### src/verilog/memio_pkg.sv
/*
  memio request types
  read/write access types, the request bundle presented with enable
  and the two memory-mapped I/O addresses
*/
package memio_pkg;

  // load width and extension, signed types sign-extend
  typedef enum logic [2:0] {
    rd_none,
    rd_byte,
    rd_half,
    rd_word,
    rd_byte_u,  // zero-extended byte
    rd_half_u   // zero-extended half
  } read_type_e;

  // store width, none for reads
  typedef enum logic [1:0] {
    wr_none,
    wr_byte,
    wr_half,
    wr_word
  } write_type_e;

  // one request, held while enable pulses
  typedef struct packed {
    read_type_e  read_type;
    write_type_e write_type;
    logic [31:0] address;  // byte address, naturally aligned
    logic [31:0] data;     // store data in the low lanes
  } ramio_req_t;

  // ---------------------------------------------------------------------------
  // I/O map, everything else is ram
  // ---------------------------------------------------------------------------
  localparam logic [31:0] addr_led      = 32'hffff_ffff;  // 4 leds, active low
  localparam logic [31:0] addr_uart_out = 32'hffff_fffe;  // serial byte out

endpackage

### src/verilog/burst_pkg.sv
/*
  burst interface types
  command between the cache and the burst memory, one line per burst
*/
package burst_pkg;

  // words per cache line, also beats per burst
  localparam int burst_words = 8;

  typedef enum logic {
    burst_read  = 1'b0,
    burst_write = 1'b1
  } burst_cmd_e;

  // command word, sent with a one cycle cmd_en
  typedef struct packed {
    burst_cmd_e  cmd;
    logic [20:0] addr;  // word address of first word in line
  } burst_cmd_t;

endpackage

### src/verilog/uart_tx.sv
/*
  serial transmitter
  8N1 frame, start bit, 8 data bits lsb first, stop bit
*/
`timescale 1ns/10ps

module uart_tx #(
  parameter int ClockFrequencyHz = 27_000_000,
  parameter int BaudRate         = 115_200
) (
  input  logic       clk,
  input  logic       rst_n,
  input  logic       start,
  input  logic [7:0] tx_byte,
  output logic       tx_busy,
  output logic       uart_tx
);
  localparam int BitCycles = ClockFrequencyHz / BaudRate;
  localparam int CntBits   = $clog2(BitCycles + 1);

  logic [CntBits-1:0] bit_cnt;    // clocks left in current bit
  logic [3:0]         bits_left;  // bits after the current one
  logic [9:0]         frame;      // stop, data, start

  assign uart_tx = tx_busy ? frame[0] : 1'b1;  // idle high

  always_ff @(posedge clk) begin
    if (!rst_n) begin
      tx_busy   <= 1'b0;
      bit_cnt   <= '0;
      bits_left <= '0;
    end else if (!tx_busy) begin
      if (start) begin
        tx_busy   <= 1'b1;
        bit_cnt   <= CntBits'(BitCycles - 1);
        bits_left <= 4'd9;
      end
    end else if (bit_cnt != 0) begin
      bit_cnt <= bit_cnt - 1'b1;
    end else if (bits_left == 0) begin
      tx_busy <= 1'b0;  // stop bit done
    end else begin
      bit_cnt   <= CntBits'(BitCycles - 1);
      bits_left <= bits_left - 1'b1;
    end
  end

  // shift out at each bit boundary
  always_ff @(posedge clk) begin
    if (start && !tx_busy) frame <= {1'b1, tx_byte, 1'b0};
    else if (tx_busy && bit_cnt == 0) frame <= {1'b1, frame[9:1]};
  end

endmodule

### src/verilog/cache.sv
/*
  direct-mapped write-back cache
  lines of 8 words, hits answer in the request cycle, misses write back a
  dirty victim and refill the line by burst before completing
*/
`timescale 1ns/10ps

module cache #(
  parameter int RamAddressBitWidth     = 12,
  parameter int CacheLineIndexBitWidth = 1
) (
  input  logic                          clk,
  input  logic                          rst_n,
  input  logic                          cache_enable,
  input  logic [RamAddressBitWidth-1:0] word_addr,
  input  logic [31:0]                   wr_word,
  input  logic [3:0]                    byte_mask,
  input  logic                          write,
  output logic                          cache_done,
  output logic [31:0]                   rd_word,
  output logic                          cmd_en,
  output burst_pkg::burst_cmd_t         cmd,
  input  logic                          cmd_ack,
  input  logic [31:0]                   rd_data,
  input  logic                          rd_valid,
  output logic [31:0]                   wr_data
);
  import burst_pkg::*;

  localparam int Lines    = 2 ** CacheLineIndexBitWidth;
  localparam int BeatBits = $clog2(burst_words);
  localparam int TagBits  = RamAddressBitWidth - CacheLineIndexBitWidth - BeatBits;
  localparam logic [BeatBits-1:0] LastBeat = BeatBits'(burst_words - 1);

  typedef enum logic [1:0] {
    lookup,
    evict,  // writing victim back
    fill    // reading line in
  } state_e;

  state_e state;

  // line storage
  logic [31:0]        line_data [Lines][burst_words];
  logic [TagBits-1:0] line_tag  [Lines];
  logic [Lines-1:0]   line_valid;
  logic [Lines-1:0]   line_dirty;

  logic                pending;  // miss in progress, request still owed
  logic                wr_run;   // write beats running
  logic [BeatBits-1:0] beat;

  // address split
  logic [TagBits-1:0]                tag;
  logic [CacheLineIndexBitWidth-1:0] index;
  logic [BeatBits-1:0]               offset;

  logic                          active, hit;
  logic [RamAddressBitWidth-1:0] line_addr;

  assign {tag, index, offset} = word_addr;  // held by ramio through the miss

  assign active     = cache_enable | pending;
  assign hit        = line_valid[index] && line_tag[index] == tag;
  assign cache_done = state == lookup && active && hit;
  assign cmd_en     = state == lookup && active && !hit;  // one cycle, state leaves lookup
  assign rd_word    = line_data[index][offset];
  assign wr_data    = line_data[index][beat];  // victim word per beat

  // victim line if dirty, else the requested line
  assign line_addr = line_dirty[index] ? {line_tag[index], index, {BeatBits{1'b0}}}
                                       : {tag, index, {BeatBits{1'b0}}};

  always_comb begin
    cmd                                = '0;
    cmd.cmd                            = line_dirty[index] ? burst_write : burst_read;
    cmd.addr[RamAddressBitWidth-1:0]   = line_addr;
  end

  // ---------------------------------------------------------------------------
  // miss handling
  // ---------------------------------------------------------------------------
  always_ff @(posedge clk) begin
    if (!rst_n) begin
      state      <= lookup;
      pending    <= 1'b0;
      wr_run     <= 1'b0;
      beat       <= '0;
      line_valid <= '0;  // all lines invalid
      line_dirty <= '0;
    end else begin
      case (state)
        lookup: begin
          if (cmd_en) begin
            pending <= 1'b1;
            state   <= line_dirty[index] ? evict : fill;
          end else if (cache_done) begin
            pending <= 1'b0;
            if (write) line_dirty[index] <= 1'b1;
          end
        end
        evict: begin
          if (cmd_ack) wr_run <= 1'b1;  // beats start next cycle
          if (wr_run) begin
            beat <= beat + 1'b1;  // wraps back to 0
            if (beat == LastBeat) begin
              wr_run            <= 1'b0;
              line_dirty[index] <= 1'b0;
              state             <= lookup;  // now clean, lookup issues the fill
            end
          end
        end
        fill: begin
          if (rd_valid) begin
            beat <= beat + 1'b1;
            if (beat == LastBeat) begin
              line_valid[index] <= 1'b1;
              state             <= lookup;  // hits next cycle
            end
          end
        end
        default: state <= lookup;
      endcase
    end
  end

  // line data and tags
  always_ff @(posedge clk) begin
    if (state == fill && rd_valid) begin
      line_data[index][beat] <= rd_data;
      if (beat == LastBeat) line_tag[index] <= tag;
    end else if (cache_done && write) begin
      for (int i = 0; i < 4; i++) begin
        if (byte_mask[i]) line_data[index][offset][8*i +: 8] <= wr_word[8*i +: 8];
      end
    end
  end

endmodule

### src/verilog/ramio.sv
/*
  ram/io unit
  decodes each request to ram, led or serial out, aligns byte and half
  accesses onto cache words and sequences the request to completion
*/
`timescale 1ns/10ps

module ramio #(
  parameter int RamAddressBitWidth     = 12,
  parameter int CacheLineIndexBitWidth = 1,
  parameter int ClockFrequencyHz       = 27_000_000,
  parameter int BaudRate               = 115_200
) (
  input  logic                  clk,
  input  logic                  rst_n,
  input  logic                  enable,
  input  memio_pkg::ramio_req_t req,
  output logic [31:0]           data_out,
  output logic                  data_out_ready,
  output logic                  busy,
  output logic [3:0]            led,
  output logic                  uart_tx,
  output logic                  cmd_en,
  output burst_pkg::burst_cmd_t cmd,
  input  logic                  cmd_ack,
  input  logic [31:0]           rd_data,
  input  logic                  rd_valid,
  output logic [31:0]           wr_data
);
  import memio_pkg::*;

  typedef enum logic [1:0] {
    idle,
    ram_wait,   // cache working
    uart_wait   // waiting on transmitter, led writes pass straight through
  } state_e;

  state_e state;

  // request to cache, registered at enable
  logic                          cache_enable;
  logic [RamAddressBitWidth-1:0] word_addr;
  logic [31:0]                   wr_word;
  logic [3:0]                    byte_mask;
  logic                          write;
  logic                          cache_done;
  logic [31:0]                   rd_word;

  read_type_e rd_type_q;  // kept for load alignment
  logic [1:0] lane_q;     // byte offset within word

  logic        is_write, is_led, is_uart;
  logic        tx_start, tx_busy;
  logic [31:0] lane_word, load_word;
  logic [31:0] store_word;
  logic [3:0]  store_mask;

  // ---------------------------------------------------------------------------
  // decode
  // ---------------------------------------------------------------------------
  assign is_write = req.write_type != wr_none;
  assign is_led   = is_write && req.address == addr_led;
  assign is_uart  = is_write && req.address == addr_uart_out;
  assign tx_start = state == idle && enable && is_uart;  // tx_busy up next cycle

  // store lanes, data replicated so the mask picks the lane
  always_comb begin
    case (req.write_type)
      wr_byte: begin
        store_mask = 4'b0001 << req.address[1:0];
        store_word = {4{req.data[7:0]}};
      end
      wr_half: begin
        store_mask = req.address[1] ? 4'b1100 : 4'b0011;
        store_word = {2{req.data[15:0]}};
      end
      default: begin
        store_mask = 4'b1111;
        store_word = req.data;
      end
    endcase
  end

  // load shift and extend
  always_comb begin
    lane_word = rd_word >> {lane_q, 3'b000};
    case (rd_type_q)
      rd_byte:   load_word = {{24{lane_word[7]}}, lane_word[7:0]};
      rd_half:   load_word = {{16{lane_word[15]}}, lane_word[15:0]};
      rd_byte_u: load_word = {24'h0, lane_word[7:0]};
      rd_half_u: load_word = {16'h0, lane_word[15:0]};
      default:   load_word = rd_word;
    endcase
  end

  // ---------------------------------------------------------------------------
  // request sequencing
  // ---------------------------------------------------------------------------
  always_ff @(posedge clk) begin
    if (!rst_n) begin
      state          <= idle;
      busy           <= 1'b0;
      data_out_ready <= 1'b0;
      cache_enable   <= 1'b0;
      led            <= 4'hf;  // leds off
    end else begin
      data_out_ready <= 1'b0;  // single cycle strobes
      cache_enable   <= 1'b0;
      case (state)
        idle: begin
          if (enable) begin
            busy <= 1'b1;
            if (is_led) begin
              led   <= ~req.data[3:0];  // active low
              state <= uart_wait;       // transmitter idle, ends next cycle
            end else if (is_uart) begin
              state <= uart_wait;
            end else begin
              cache_enable <= 1'b1;
              state        <= ram_wait;
            end
          end
        end
        ram_wait: begin
          if (cache_done) begin
            busy           <= 1'b0;
            data_out_ready <= rd_type_q != rd_none && !write;
            state          <= idle;
          end
        end
        uart_wait: begin
          if (!tx_busy) begin  // stop bit sent
            busy  <= 1'b0;
            state <= idle;
          end
        end
        default: state <= idle;
      endcase
    end
  end

  // request and load data registers
  always_ff @(posedge clk) begin
    if (state == idle && enable) begin
      word_addr <= req.address[RamAddressBitWidth+1:2];
      wr_word   <= store_word;
      byte_mask <= store_mask;
      write     <= is_write;
      rd_type_q <= req.read_type;
      lane_q    <= req.address[1:0];
    end
    if (state == ram_wait && cache_done) data_out <= load_word;
  end

  // ---------------------------------------------------------------------------
  // cache and transmitter
  // ---------------------------------------------------------------------------
  cache #(
    .RamAddressBitWidth    (RamAddressBitWidth),
    .CacheLineIndexBitWidth(CacheLineIndexBitWidth)
  ) i_cache (
    .clk,
    .rst_n,
    .cache_enable,
    .word_addr,
    .wr_word,
    .byte_mask,
    .write,
    .cache_done,
    .rd_word,
    .cmd_en,
    .cmd,
    .cmd_ack,
    .rd_data,
    .rd_valid,
    .wr_data
  );

  uart_tx #(
    .ClockFrequencyHz(ClockFrequencyHz),
    .BaudRate        (BaudRate)
  ) i_uart_tx (
    .clk,
    .rst_n,
    .start  (tx_start),
    .tx_byte(req.data[7:0]),
    .tx_busy,
    .uart_tx
  );

endmodule

### config.mk
export PLATFORM = sky130hd
export DESIGN_NAME = ramio
export DESIGN_NICKNAME = d
export VERILOG_FILES = /design/src/verilog/memio_pkg.sv /design/src/verilog/burst_pkg.sv /design/src/verilog/uart_tx.sv /design/src/verilog/cache.sv /design/src/verilog/ramio.sv
export SDC_FILE = /design/constraint.sdc
export NUM_CORES = 1
export LEC_CHECK = 0
export BUFFER_PORTS_ARGS = -buffer_cell sky130_fd_sc_hd__buf_2
export CORE_AREA = 2 2 236 238
export DETAILED_ROUTE_END_ITERATION = 10
export DIE_AREA = 0 0 238 240
export HOLD_SLACK_MARGIN = 0.06
export PLACE_DENSITY = 0.77
export REMOVE_ABC_BUFFERS = 1
export SETUP_SLACK_MARGIN = 0.15
export SYNTH_ARGS = -nofsm -noshare
export SYNTH_HDL_FRONTEND = slang
export SYNTH_SLANG_ARGS = --single-unit
### constraint.sdc
create_clock -name clk -period 4 [get_ports clk]
set_input_delay 0.8 -clock clk [delete_from_list [all_inputs] [get_ports clk]]
set_output_delay 0.8 -clock clk [all_outputs]
set_load 0.02 [all_outputs]
==> metrics.csv <==
metric,value,unit
global-route usage over all layers,35.4,%
Worst Hold Class,in2reg,
status,"finished, final reports clean",
"Min Clock Period, post-route",3.90,ns
num ports,200,
fillers,3821,
post-route clock skew,0.0216,ns
Hold WS,0.392,ns
CTS Hold Bufs,0,
number of rows in the core area,86,
number of cells on the worst reg-to-reg path,9,
DP Wirelength,69300,µm
detailed-route wire length,102000,µm
filler-free cell count of the finished design,3154,
classification of the worst setup path,reg2out,
number of standard cells after synthesis,2194,
post-synthesis sequential area ratio,60.5,%
initial detailed-routing violation count,2777,
Post-Place Setup Slack,0.301,ns
Design Power,16900,µW
fin worst setup slack,0.101,ns
RSZ-0062 raised after global routing,yes,
"Max stage delay cell, worst path",or4_1,
most frequent cells in the layout,"edfxtp_1, mux2i_1, o22ai_1",
path length in cells of the critical path,5,
Ant. Diodes,0,
count of nets after finishing,2519,
Min-Delay Path Depth,1,
TritonCTS clock tree,built,
Post-synth EDFFs,622,
chip height,240,µm
Avg Inst Size Synth,14.6,µm²
worst endpoint required time,3.20,ns
leading cell types by total area after synthesis,"edfxtp_1, mux2i_1, mux2_2, o22ai_1, mux2_4",
final estimated routing congestion in global placement,0.964,
pin count of the biggest net entering global routing,59,
count of different cell masters after synthesis,72,
crit path capture type,primary output,
max capacitance violation total,0,
actual transition at the worst max-transition pin,1.04,ns
crit start category,flip-flop,
number of CTS-inserted buffers,68,
netlist area before placement,32000,µm²
total number of vias,22200,
Crit path largest cell delay,0.59,ns
CP Buf/Inv Count,2,
root cell of the clock tree,clkbuf_16,
# placed instances,3032,
final clock period utilization by the worst path,97.5,%
achievable frequency,0.256,GHz
Clock Pin Slew Worst Setup and Hold Paths,0.06,ns
post-route DRC violation count,0,
relative max-transition margin,30.4,%
largest voltage drop on the vdd net,0.330,mV
cell breakdown of the critical path,buf_4 -> mux2i_1 -> o22ai_1 -> or4_1 -> buf_2,
asr flop ratio synth,0,%
most frequent standard cell in the layout excluding fill and tap cells,edfxtp_1,
Layout Area Growth over Synthesis,12.2,%
number of buffers added on ports,187,
horizontal die dimension,238,µm
Crit path arrival time,3.10,ns
remaining global-route overflow,0,
CP top delay family,buffers and inverters,
largest area contributor in the netlist,edfxtp_1,
"Setup violations, final",0,
Yosys warnings,0,
number of optimization iterations in the first detailed-route pass,9,
Final Hold Vio Count,0,
clock latency reported for the late side of the worst-skew pair,0.62,ns
via count of the first global-routing pass,21200,
CTS Buffer Depth,3,
Final ANT Viol Nets,0,
number of slew-limit violations in the final report,0,
synthesis-stage register bit count,657,
power density normalized to cell area,470,nW/µm²
Die Outline Area,57100,µm²
final routed wire length divided by cell count,32.2,µm
fraction of post-synthesis cell area in the top cell type by area,58.3,%
core box area,54700,µm²
vias per inst,7.04,
worst-path maximum fanout,21,
first-pass GRT wire length,144000,µm
Leakage Power,0.0134,µW
maximum level of the CTS H-tree,3,
"Primary FF master, synth",edfxtp_1,
Initial Utilization,58.6,%
clk sink count,657,
antenna violations before repair,4,
core utilization of the finished layout,65.7,%
share of final-layout standard cells stronger than drive strength 1,28.6,%
per-stage QoR:
stage | cell area [µm²] | TNS [ns]
final | 35900 | 0
after global routing | 35900 | 0
after global placement | 33800 | 0
after detailed placement | 33800 | 0
after floorplan | 31200 | -8725.05
after CTS | 35900 | 0
sequential cells by signal (all words and copies together), names as in the netlist, 2 cells and up, named ones only:
name / count
i_cache.line_data: 512
data_out: 32
wr_word: 32
i_cache.line_tag: 16
word_addr: 12
i_uart_tx.frame: 9
i_uart_tx.bit_cnt: 8
byte_mask: 4
i_uart_tx.bits_left: 4
led: 4
i_cache.beat: 3
rd_type_q: 3
i_cache.line_valid: 2
i_cache.state: 2
lane_q: 2
state: 2
cells by family after synthesis:
kind of cell	after synthesis	share of synthesized area, %
flip-flops	657	60.5
XOR/XNOR	12	0.328
buffers and inverters	185	3.03
adder cells (fa/ha/maj)	14	0.547
AO/OA/AOI/OAI	497	10.4
AND/OR/NAND/NOR	292	6.60
multiplexers	536	18.5
other	1	0.0117
timing repair:
| item | in CTS | in global routing |
|---|---|---|
| endpoints found under the hold margin | 0 | 0 |
| buffers inserted | 1 | 0 |
| resized for setup | 2 | 6 |
| setup endpoints to repair | 22 | 21 |
report_power, final:
part / internal, µW / switching [µW]
logic: 1020 / 1910
registers: 7710 / 221
clock network: 3420 / 2620
total: 12100 / 4740
path summary, 6_finish.rpt:
check | start | to | slack (ns)
min reg2reg | i_uart_tx.bit_cnt[7]$_SDFFE_PN0P_ | i_uart_tx.bit_cnt[7]$_SDFFE_PN0P_ | 0.47
max reg2reg | flip-flop | data_out[17]$_DFFE_PP_ | 0.33
min | req[39] | word_addr[5]$_DFFE_PP_ | 0.39
max | flip-flop | wr_data[29] | 0.10
cells in the mapped netlist (all sizes together), types with 6 or more instances:
master / count
edfxtp: 622
mux2i: 278
o22ai: 268
mux2: 258
nor2: 93
clkbuf: 80
o21a: 67
buf: 64
nand2: 43
a21oi: 40
inv: 40
o21ai: 38
dfxtp: 35
or4: 35
nor4: 33
a22o: 16
ha: 14
nand3: 13
nor3: 11
xnor2: 11
o22a: 10
nand3b: 9
nand4: 9
o211ai: 9
or2: 9
a22oi: 8
a31oi: 7
and2: 7
or3: 7
or3b: 7
o221ai: 6
layout make-up:
cell class,count,area (µm²),area share (%)
flip-flops and latches,657,19400,54.0
multi-input cells,1363,11800,32.7
clock buffers,88,1870,5.21
repair buffers,268,1650,4.59
well taps,704,881,2.45
clock inverters,33,209,0.582
inverters,41,154,0.429
routing by layer:
| metal | track usage (%) | routed length [µm] | up-vias |
|---|---|---|---|
| met5 | 0 | 0 | - |
| met4 | 18.4 | 6210 | 0 |
| met3 | 8.42 | 12600 | 431 |
| met2 | 55.6 | 45800 | 1796 |
| met1 | 46.2 | 37100 | 10800 |
| li1 | - | - | 9209 |
Note: power is estimated with default switching activity, not from simulation.
